**src/rtl/aos_pkg.sv**
```systemverilog
// Shared types and constants for the host soft-register path.
// Soft-register addresses carry the host byte address unchanged.
// Each slot holds eight 64-bit registers selected by address bits 5:3.
// The slot index starts at address bit 6 and is sized by NUM_APPS.

package aos_pkg;

	// --------------------------------------------------
	// Bus widths
	// --------------------------------------------------
	typedef logic [31:0] axil_addr_t;
	typedef logic [31:0] axil_data_t;
	typedef logic [31:0] sr_addr_t;
	typedef logic [63:0] sr_data_t;

	// --------------------------------------------------
	// Soft-register request and response
	// --------------------------------------------------
	// 98 bits in total
	typedef struct packed {
		logic     valid;
		logic     is_write;
		sr_addr_t addr;
		sr_data_t data;
	} softreg_req_t;

	// 65 bits in total
	typedef struct packed {
		logic     valid;
		sr_data_t data;
	} softreg_resp_t;

	// --------------------------------------------------
	// Address fields
	// --------------------------------------------------
	localparam int REG_IDX_BITS = 3;
	localparam int SLOT_LSB = 6;
	// Register index sits just below the slot index
	localparam int REG_LSB = SLOT_LSB - REG_IDX_BITS;
	localparam int NUM_SLOT_REGS = 1 << REG_IDX_BITS;

	// Returned for reads of a slot whose enable is low
	localparam sr_data_t DISABLED_READ_DATA = '1;

	// Host bridge control states
	typedef enum logic [1:0] {
		IDLE,
		WR_RESP,
		RD_WAIT,
		RD_RESP
	} bridge_state_t;

endpackage

```
**src/rtl/rst_pipe.sv**
```systemverilog
// Reset synchronizer for the whole shell.
// The external rst_n is sampled on global_clk, so a reset pulse must
// last at least one clock. Release reaches the output two clocks later.

`timescale 1ns/100ps

module rst_pipe (
	input  logic global_clk,
	input  logic rst_n,
	output logic rst_sync_n
);

	logic [1:0] sync_q;

	// Clear on reset, then shift ones in
	always_ff @(posedge global_clk) begin
		if (!rst_n) begin
			sync_q <= '0;
		end else begin
			sync_q <= {sync_q[0], 1'b1};
		end
	end

	assign rst_sync_n = sync_q[1];

endmodule

```
**src/rtl/axil_softreg_bridge.sv**
```systemverilog
// AXI-Lite slave to soft-register bridge.
// Handles one transaction at a time and a write wins over a read.
// A write needs awvalid and wvalid in the same cycle; wstrb is ignored and
// the whole 64-bit register is written with wdata zero-extended.
// Reads return the low 32 bits. bresp and rresp are always OKAY.
// Writes are posted; bvalid rises without waiting for the slot.

`timescale 1ns/100ps

module axil_softreg_bridge (
	input  logic                   global_clk,
	input  logic                   rst_n,

	// Write address
	input  logic                   awvalid,
	input  aos_pkg::axil_addr_t    awaddr,
	output logic                   awready,

	// Write data
	input  logic                   wvalid,
	input  aos_pkg::axil_data_t    wdata,
	input  logic [3:0]             wstrb,
	output logic                   wready,

	// Write response
	output logic                   bvalid,
	output logic [1:0]             bresp,
	input  logic                   bready,

	// Read address
	input  logic                   arvalid,
	input  aos_pkg::axil_addr_t    araddr,
	output logic                   arready,

	// Read data
	output logic                   rvalid,
	output aos_pkg::axil_data_t    rdata,
	output logic [1:0]             rresp,
	input  logic                   rready,

	// Soft-register side
	output aos_pkg::softreg_req_t  softreg_req,
	input  aos_pkg::softreg_resp_t softreg_resp
);

	import aos_pkg::*;

	localparam logic [1:0] RESP_OKAY = 2'b00;

	bridge_state_t state_q;
	logic          wr_accept;
	logic          rd_accept;

	logic          req_vld_q;
	logic          req_is_write_q;
	sr_addr_t      req_addr_q;
	sr_data_t      req_data_q;
	axil_data_t    rdata_q;

	// --------------------------------------------------
	// Channel handshakes
	// --------------------------------------------------
	assign awready = (state_q == IDLE);
	assign wready  = (state_q == IDLE);
	assign arready = (state_q == IDLE);

	assign wr_accept = (state_q == IDLE) && awvalid && wvalid;
	// Read only goes when no complete write is offered
	assign rd_accept = (state_q == IDLE) && arvalid && !wr_accept;

	assign bvalid = (state_q == WR_RESP);
	assign bresp  = RESP_OKAY;
	assign rvalid = (state_q == RD_RESP);
	assign rresp  = RESP_OKAY;
	assign rdata  = rdata_q;

	// --------------------------------------------------
	// Control FSM
	// --------------------------------------------------
	always_ff @(posedge global_clk) begin
		if (!rst_n) begin
			state_q   <= IDLE;
			req_vld_q <= 1'b0;
		end else begin
			// Request valid is a single-cycle strobe
			req_vld_q <= wr_accept || rd_accept;
			case (state_q)
				IDLE: begin
					if (wr_accept) begin
						state_q <= WR_RESP;
					end else if (rd_accept) begin
						state_q <= RD_WAIT;
					end
				end
				WR_RESP: begin
					if (bready) begin
						state_q <= IDLE;
					end
				end
				RD_WAIT: begin
					if (softreg_resp.valid) begin
						state_q <= RD_RESP;
					end
				end
				RD_RESP: begin
					if (rready) begin
						state_q <= IDLE;
					end
				end
				default: state_q <= IDLE;
			endcase
		end
	end

	// Request payload and read data capture
	always_ff @(posedge global_clk) begin
		if (wr_accept) begin
			req_is_write_q <= 1'b1;
			req_addr_q     <= awaddr;
			req_data_q     <= {32'b0, wdata};
		end else if (rd_accept) begin
			req_is_write_q <= 1'b0;
			req_addr_q     <= araddr;
			req_data_q     <= '0;
		end
		if ((state_q == RD_WAIT) && softreg_resp.valid) begin
			rdata_q <= softreg_resp.data[31:0];
		end
	end

	assign softreg_req = '{
		valid:    req_vld_q,
		is_write: req_is_write_q,
		addr:     req_addr_q,
		data:     req_data_q
	};

	// --------------------------------------------------
	// Checks
	// --------------------------------------------------
	// Only the one outstanding read may come back
	resp_only_in_rd_wait: assert property (
		@(posedge global_clk) disable iff (!rst_n)
		softreg_resp.valid |-> (state_q == RD_WAIT)
	);

	bvalid_held_until_bready: assert property (
		@(posedge global_clk) disable iff (!rst_n)
		(bvalid && !bready) |=> bvalid
	);

endmodule

```
**src/rtl/softreg_pipe.sv**
```systemverilog
// Register pipeline for soft-register requests or responses.
// Latency is exactly STAGES clocks, with STAGES of at least 1.
// Every stage clears to zero on reset, so no valid bit survives it.

`timescale 1ns/100ps

module softreg_pipe #(
	parameter int  STAGES = 2,
	parameter type T      = logic
) (
	input  logic global_clk,
	input  logic rst_n,
	input  T     in_bus,
	output T     out_bus
);

	T stage_q [STAGES];

	always_ff @(posedge global_clk) begin
		if (!rst_n) begin
			for (int i = 0; i < STAGES; i++) begin
				stage_q[i] <= '0;
			end
		end else begin
			stage_q[0] <= in_bus;
			// Shift toward the output
			for (int i = 1; i < STAGES; i++) begin
				stage_q[i] <= stage_q[i-1];
			end
		end
	end

	assign out_bus = stage_q[STAGES-1];

endmodule

```
**src/rtl/softreg_router.sv**
```systemverilog
// Routes host soft-register requests to NUM_APPS application slots.
// Slot index is taken from the address above bit SLOT_LSB; higher bits ignored.
// The enable level is sampled when the request arrives. Requests to a
// disabled slot are dropped, and reads to it are answered here with all ones.
// Expects at most one read in flight, as the host bridge guarantees.

`timescale 1ns/100ps

module softreg_router #(
	parameter int NUM_APPS = 4
) (
	input  logic                   global_clk,
	input  logic                   rst_n,
	input  logic [NUM_APPS-1:0]    app_enable,

	// Host side
	input  aos_pkg::softreg_req_t  host_req,
	output aos_pkg::softreg_resp_t host_resp,

	// Slot side
	output aos_pkg::softreg_req_t  app_req [NUM_APPS],
	input  aos_pkg::softreg_resp_t app_resp [NUM_APPS]
);

	import aos_pkg::*;

	localparam int SLOT_BITS = $clog2(NUM_APPS);

	logic [SLOT_BITS-1:0] host_slot;
	logic                 slot_on;

	logic [NUM_APPS-1:0]  req_vld_q;
	logic                 req_is_write_q;
	sr_addr_t             req_addr_q;
	sr_data_t             req_data_q;

	logic                 dis_rd_q;
	logic                 dis_rd_qq;

	logic [NUM_APPS-1:0]  resp_vld_vec;
	sr_data_t             resp_data_or;
	logic                 resp_vld_q;
	sr_data_t             resp_data_q;

	assign host_slot = host_req.addr[SLOT_LSB +: SLOT_BITS];
	assign slot_on   = app_enable[host_slot];

	// --------------------------------------------------
	// Request fan-out
	// --------------------------------------------------
	always_ff @(posedge global_clk) begin
		if (!rst_n) begin
			req_vld_q <= '0;
			dis_rd_q  <= 1'b0;
			dis_rd_qq <= 1'b0;
		end else begin
			for (int i = 0; i < NUM_APPS; i++) begin
				req_vld_q[i] <= host_req.valid && (host_slot == SLOT_BITS'(i)) && app_enable[i];
			end
			// Local answer for a disabled read, two stages so it lines
			// up with where a slot response would enter the merge
			dis_rd_q  <= host_req.valid && !host_req.is_write && !slot_on;
			dis_rd_qq <= dis_rd_q;
		end
	end

	// Shared payload, only the valids are per slot
	always_ff @(posedge global_clk) begin
		if (host_req.valid) begin
			req_is_write_q <= host_req.is_write;
			req_addr_q     <= host_req.addr;
			req_data_q     <= host_req.data;
		end
	end

	for (genvar g = 0; g < NUM_APPS; g++) begin : fan
		assign app_req[g] = '{
			valid:    req_vld_q[g],
			is_write: req_is_write_q,
			addr:     req_addr_q,
			data:     req_data_q
		};
		assign resp_vld_vec[g] = app_resp[g].valid;
	end

	// --------------------------------------------------
	// Response merge
	// --------------------------------------------------
	always_comb begin
		resp_data_or = dis_rd_qq ? DISABLED_READ_DATA : '0;
		for (int i = 0; i < NUM_APPS; i++) begin
			if (app_resp[i].valid) begin
				resp_data_or = resp_data_or | app_resp[i].data;
			end
		end
	end

	always_ff @(posedge global_clk) begin
		if (!rst_n) begin
			resp_vld_q <= 1'b0;
		end else begin
			resp_vld_q <= (|resp_vld_vec) || dis_rd_qq;
		end
	end

	always_ff @(posedge global_clk) begin
		resp_data_q <= resp_data_or;
	end

	assign host_resp = '{valid: resp_vld_q, data: resp_data_q};

	// OR merge is only safe with a single source per cycle
	one_resp_source: assert property (
		@(posedge global_clk) disable iff (!rst_n)
		$onehot0({dis_rd_qq, resp_vld_vec})
	);

endmodule

```
**src/rtl/app_scratch_slot.sv**
```systemverilog
// Scratch register bank standing in for one application's control registers.
// Registers 0 to 6 are read/write; register 7 reads SLOT_ID and ignores writes.
// The router has already matched the slot, so only bits 5:3 are decoded here.

`timescale 1ns/100ps

module app_scratch_slot #(
	parameter int SLOT_ID = 0
) (
	input  logic                   global_clk,
	input  logic                   rst_n,
	input  aos_pkg::softreg_req_t  softreg_req,
	output aos_pkg::softreg_resp_t softreg_resp
);

	import aos_pkg::*;

	localparam logic [REG_IDX_BITS-1:0] ID_REG = REG_IDX_BITS'(NUM_SLOT_REGS - 1);

	logic [REG_IDX_BITS-1:0] reg_idx;
	sr_data_t                regs_q [NUM_SLOT_REGS-1];
	logic                    resp_vld_q;
	sr_data_t                resp_data_q;

	assign reg_idx = softreg_req.addr[REG_LSB +: REG_IDX_BITS];

	// --------------------------------------------------
	// Register writes and read valid
	// --------------------------------------------------
	always_ff @(posedge global_clk) begin
		if (!rst_n) begin
			for (int i = 0; i < NUM_SLOT_REGS - 1; i++) begin
				regs_q[i] <= '0;
			end
			resp_vld_q <= 1'b0;
		end else begin
			if (softreg_req.valid && softreg_req.is_write && (reg_idx != ID_REG)) begin
				regs_q[reg_idx] <= softreg_req.data;
			end
			// One response per read, none for writes
			resp_vld_q <= softreg_req.valid && !softreg_req.is_write;
		end
	end

	// Read data
	always_ff @(posedge global_clk) begin
		if (softreg_req.valid && !softreg_req.is_write) begin
			if (reg_idx == ID_REG) begin
				resp_data_q <= sr_data_t'(SLOT_ID);
			end else begin
				resp_data_q <= regs_q[reg_idx];
			end
		end
	end

	assign softreg_resp = '{valid: resp_vld_q, data: resp_data_q};

endmodule

```
**src/rtl/aos_shell_top.sv**
```systemverilog
// Host register path of the shell.
// AXI-Lite slave -> bridge -> request pipe -> router -> NUM_APPS slots,
// with responses back through the router and a response pipe.
// NUM_APPS must be a power of two from 2 to 16; PIPE_STAGES at least 1.
// A read takes 2*PIPE_STAGES+5 clocks from acceptance to rvalid.
// rst_n is synchronized internally and takes two clocks to release.

`timescale 1ns/100ps

module aos_shell_top #(
	parameter int NUM_APPS    = 4,
	parameter int PIPE_STAGES = 2
) (
	input  logic                global_clk,
	input  logic                rst_n,

	// AXI-Lite slave
	input  logic                awvalid,
	input  aos_pkg::axil_addr_t awaddr,
	output logic                awready,
	input  logic                wvalid,
	input  aos_pkg::axil_data_t wdata,
	input  logic [3:0]          wstrb,
	output logic                wready,
	output logic                bvalid,
	output logic [1:0]          bresp,
	input  logic                bready,
	input  logic                arvalid,
	input  aos_pkg::axil_addr_t araddr,
	output logic                arready,
	output logic                rvalid,
	output aos_pkg::axil_data_t rdata,
	output logic [1:0]          rresp,
	input  logic                rready,

	// Per-slot enable level
	input  logic [NUM_APPS-1:0] app_enable
);

	import aos_pkg::*;

	logic          rst_sync_n;

	softreg_req_t  bridge_req;
	softreg_req_t  router_req;
	softreg_resp_t router_resp;
	softreg_resp_t bridge_resp;

	softreg_req_t  slot_req [NUM_APPS];
	softreg_resp_t slot_resp [NUM_APPS];

	// --------------------------------------------------
	// Reset
	// --------------------------------------------------
	rst_pipe rp (
		.global_clk (global_clk),
		.rst_n      (rst_n),
		.rst_sync_n (rst_sync_n)
	);

	// --------------------------------------------------
	// Host bridge
	// --------------------------------------------------
	axil_softreg_bridge bridge (
		.global_clk   (global_clk),
		.rst_n        (rst_sync_n),
		.awvalid      (awvalid),
		.awaddr       (awaddr),
		.awready      (awready),
		.wvalid       (wvalid),
		.wdata        (wdata),
		.wstrb        (wstrb),
		.wready       (wready),
		.bvalid       (bvalid),
		.bresp        (bresp),
		.bready       (bready),
		.arvalid      (arvalid),
		.araddr       (araddr),
		.arready      (arready),
		.rvalid       (rvalid),
		.rdata        (rdata),
		.rresp        (rresp),
		.rready       (rready),
		.softreg_req  (bridge_req),
		.softreg_resp (bridge_resp)
	);

	// --------------------------------------------------
	// Buffering between bridge and router
	// --------------------------------------------------
	softreg_pipe #(.STAGES(PIPE_STAGES), .T(softreg_req_t)) req_pipe (
		.global_clk (global_clk),
		.rst_n      (rst_sync_n),
		.in_bus     (bridge_req),
		.out_bus    (router_req)
	);

	softreg_pipe #(.STAGES(PIPE_STAGES), .T(softreg_resp_t)) resp_pipe (
		.global_clk (global_clk),
		.rst_n      (rst_sync_n),
		.in_bus     (router_resp),
		.out_bus    (bridge_resp)
	);

	// --------------------------------------------------
	// Router and slots
	// --------------------------------------------------
	softreg_router #(.NUM_APPS(NUM_APPS)) router (
		.global_clk (global_clk),
		.rst_n      (rst_sync_n),
		.app_enable (app_enable),
		.host_req   (router_req),
		.host_resp  (router_resp),
		.app_req    (slot_req),
		.app_resp   (slot_resp)
	);

	for (genvar g = 0; g < NUM_APPS; g++) begin : slot
		app_scratch_slot #(.SLOT_ID(g)) app (
			.global_clk   (global_clk),
			.rst_n        (rst_sync_n),
			.softreg_req  (slot_req[g]),
			.softreg_resp (slot_resp[g])
		);
	end

endmodule

```
**config.mk**
```make
export PLATFORM = sky130hd
export DESIGN_NAME = aos_shell_top
export DESIGN_NICKNAME = d
export VERILOG_FILES = /design/src/rtl/aos_pkg.sv /design/src/rtl/rst_pipe.sv /design/src/rtl/axil_softreg_bridge.sv /design/src/rtl/softreg_pipe.sv /design/src/rtl/softreg_router.sv /design/src/rtl/app_scratch_slot.sv /design/src/rtl/aos_shell_top.sv
export SDC_FILE = /design/constraint.sdc
export NUM_CORES = 2
export LEC_CHECK = 0
export BUFFER_PORTS_ARGS = -buffer_cell sky130_fd_sc_hd__buf_2
export CORE_MARGIN = 4
export CORE_UTILIZATION = 50
export DETAILED_ROUTE_END_ITERATION = 7
export PLACE_DENSITY = 0.64
export SYNTH_ARGS = -nofsm -noshare
export SYNTH_HDL_FRONTEND = slang
export SYNTH_HIERARCHICAL = 1
export SYNTH_SLANG_ARGS = --single-unit
```
**constraint.sdc**
```tcl
create_clock -name global_clk -period 11.1 [get_ports global_clk]
set_input_delay 0.555 -clock global_clk [delete_from_list [all_inputs] [get_ports global_clk]]
set_output_delay 0.555 -clock global_clk [all_outputs]
set_load 0.02 [all_outputs]
```
==> impl_metrics.json <==
{
  "status": "finished with violations",
  "violations": "DRC",
  "grt-ovfl-total": 0,
  "drive_above_1_share_pct": 14.5,
  "drc": 100,
  "finalCritPeriodShare_pct": 39.0,
  "holdPathStages": 3,
  "fin_util_pct": 54.1,
  "vias": 35800,
  "ys_warn_count": 6,
  "clk_pin_slew_worst_paths_ns": 0.06,
  "r2r_setup_slack_ns": 6.78,
  "final_net_count": 4569,
  "path_class": "reg2reg",
  "place.detailed.hpwl_mm": 89.0,
  "p_leak_uw": 0.0263,
  "worst-path-max-fanout": 102,
  "rsz0062_at_grt": "no",
  "fmax_mhz": 231,
  "coreArea_um2": 122000,
  "cts_tree": "done",
  "cts_setup_buffers": 0,
  "die_area_um2": 129000,
  "fin_skew_ns": 0.0259,
  "critical_path_required_ns": 11.50,
  "via_per_inst": 5.75,
  "grtUsageTotal_pct": 23.9,
  "io_pins": 152,
  "relSlewSlack_pct": 12.7,
  "layout_setup_ws_ns": 6.78,
  "drt_pass1_iterations": 8,
  "finalHoldViolCount": 0,
  "clock_sinks": 1450,
  "vdd_drop_max_mv": 0.145,
  "area_growth_pct": 6.96,
  "drt_iter0_drc": 4379,
  "crit_arrival_ns": 4.72,
  "total_power_uw": 11300,
  "die_width_um": 360,
  "grt_pass1_vias": 34800,
  "netlist_area_um2": 61800,
  "fillers": 9956,
  "tns_ns": 0,
  "hold_start": "app_enable[3]",
  "h-tree-depth": 4,
  "grt_pass1_wl_mm": 230,
  "routed_wl_mm": 158,
  "hp-class": "in2reg",
  "startpoint_type": "register",
  "worstSetupEndpointType": "register",
  "avgSynthCellArea_um2": 13.1,
  "power_density_nw_per_um2": 172,
  "numCtsBuffers": 153,
  "rows": 128,
  "wl_per_cell_um": 25.4,
  "reg2reg_depth": 7,
  "place_congestion": 0.906,
  "cts_buffer_depth": 3,
  "clkLatencyLatePin_ns": 0.75,
  "r2r_end": "slot[2].app/regs_q[0][31]$_SDFFCE_PN0P_",
  "cts_root_buf": "clkbuf_16",
  "setup_viol": 0,
  "dp_slack_ns": 6.82,
  "slew_violations": 0,
  "tightest_slew_ns": 1.31,
  "ant_nets": 0,
  "post_cts_resized": 0,
  "grt_max_degree": 154,
  "portBuffers": 89,
  "synth_cells": 4705,
  "die_height_um": 360,
  "fin_crit_ns": 4.32,
  "antenna_found_initial": 12,
  "maxCapViolCount": 0,
  "start_util_pct": 50.6,
  "r2r-start": "router/req_addr_q[4]$_DFFE_PP_",
  "worstHoldEndpoint": "router/req_vld_q[3]$_SDFF_PN0_"
}
[layout by cell type, fill, tap and decap left out, types with 5 or more instances in the layout]
cell	instances
edfxtp_1	1129
nor2_1	521
dfxtp_1	318
mux2i_1	303
nand2_1	198
nand3_1	193
and2_1	184
clkbuf_16	168
conb_1	132
inv_1	129
and3_1	129
o22ai_1	124
o21ai_0	112
buf_4	97
buf_2	89
nand2b_1	81
nand3_2	69
nor2b_1	67
mux4_2	61
o21a_1	60
o2bb2ai_1	50
clkbuf_1	38
a221oi_2	36
a21oi_1	35
clkinv_2	34
a222oi_1	32
a221oi_1	29
o21ai_1	20
mux2_2	17
clkbuf_8	15
o2bb2ai_2	15
clkinv_1	10
bufinv_16	6
buf_12	6
nor2b_4	6
nand2_2	5
mux4_1	5
[sequential cells by signal (all words and copies together), names as in the netlist]
signal and cells:
router/req_is_write_q 1, bridge/req_is_write_q 1, router/resp_vld_q 1, router/resp_data_q 32, router/req_data_q 32, bridge/state_q 2, slot.app/resp_vld_q 4, resp_pipe/stage_q 66
bridge/req_vld_q 1, req_pipe/stage_q 78, bridge/req_addr_q 5, slot.app/resp_data_q 128, router/req_addr_q 3, router/dis_rd_qq 1, bridge/req_data_q 32, rp/sync_q 2
router/dis_rd_q 1, bridge/rdata 32, slot.app/regs_q 1024, router/req_vld_q 4
[final cells by class]
class / count / area [um2] / area share, %
diodes: 4 / 10.0 / 0.0151
clock buffers: 221 / 4550 / 6.89
flip-flops and latches: 1450 / 40300 / 61.0
inverters: 129 / 484 / 0.733
well taps: 1625 / 2030 / 3.08
multi-input cells: 2531 / 16800 / 25.5
clock inverters: 64 / 531 / 0.803
repair buffers: 193 / 1300 / 1.97
[report_power, final]
| group | leakage [uW] | internal [uW] | total (uW) | switching (uW) |
|---|---|---|---|---|
| combinational | 0.00911 | 75.6 | 245 | 169 |
| sequential | 0.0146 | 5980 | 6020 | 42.3 |
| clock | 0.00251 | 3000 | 5080 | 2080 |
| total | 0.0263 | 9050 | 11300 | 2290 |
[metal layers]
metal | vias up | part of all wire (%) | GRT usage (%)
li1 | 15900 | - | -
met1 | 17800 | 40 | 33.0
met2 | 1801 | 45 | 36.9
met3 | 284 | 10 | 5.52
met4 | 0 | 3.8 | 9.25
met5 | - | 0 | 0
[what timing repair did]
action	4_1_cts	5_1_grt
hold endpoints to repair	2	0
setup endpoints to repair	0	0
hold buffers	1	0
[critical path: stages (launching register included)]
cell and delay [ns]:
edfxtp_1 0.37, buf_4 0.31, buf_12 0.31, and4b_1 0.37
buf_4 0.44, nand2_2 0.72, nand2_1 0.78, buf_4 0.50
[how the worst max path moves through the flow]
stage	slack, ns	cells past startpoint	startpoint	end
global placement	6.86	7	router/req_addr_q[4]$_DFFE_PP_	slot[2].app/regs_q[0][7]$_SDFFCE_PN0P_
CTS	6.80	7	router/req_addr_q[4]$_DFFE_PP_	slot[2].app/regs_q[0][1]$_SDFFCE_PN0P_
global route	6.62	7	router/req_addr_q[4]$_DFFE_PP_	slot[2].app/regs_q[0][9]$_SDFFCE_PN0P_
detailed placement	6.82	7	router/req_addr_q[4]$_DFFE_PP_	slot[2].app/regs_q[0][7]$_SDFFCE_PN0P_
floorplan	7.18	6	router/req_addr_q[4]$_DFFE_PP_	slot[0].app/regs_q[5][0]$_DFFE_PP_
finish	6.78	7	router/req_addr_q[4]$_DFFE_PP_	slot[2].app/regs_q[0][31]$_SDFFCE_PN0P_
[per-stage QoR]
| stage | instances | hold slack [ns] | instance area, um2 |
|---|---|---|---|
| after floorplan | 4832 | 0.406 | 62300 |
| after global placement | 5927 | 0.386 | 61000 |
| after detailed placement | 5927 | 0.389 | 61000 |
| after CTS | 6213 | 0.00976 | 66100 |
| after global routing | 6213 | 0.0519 | 66100 |
| final | 6217 | 0.0799 | 66100 |
Power figures use the tool's default switching activity.
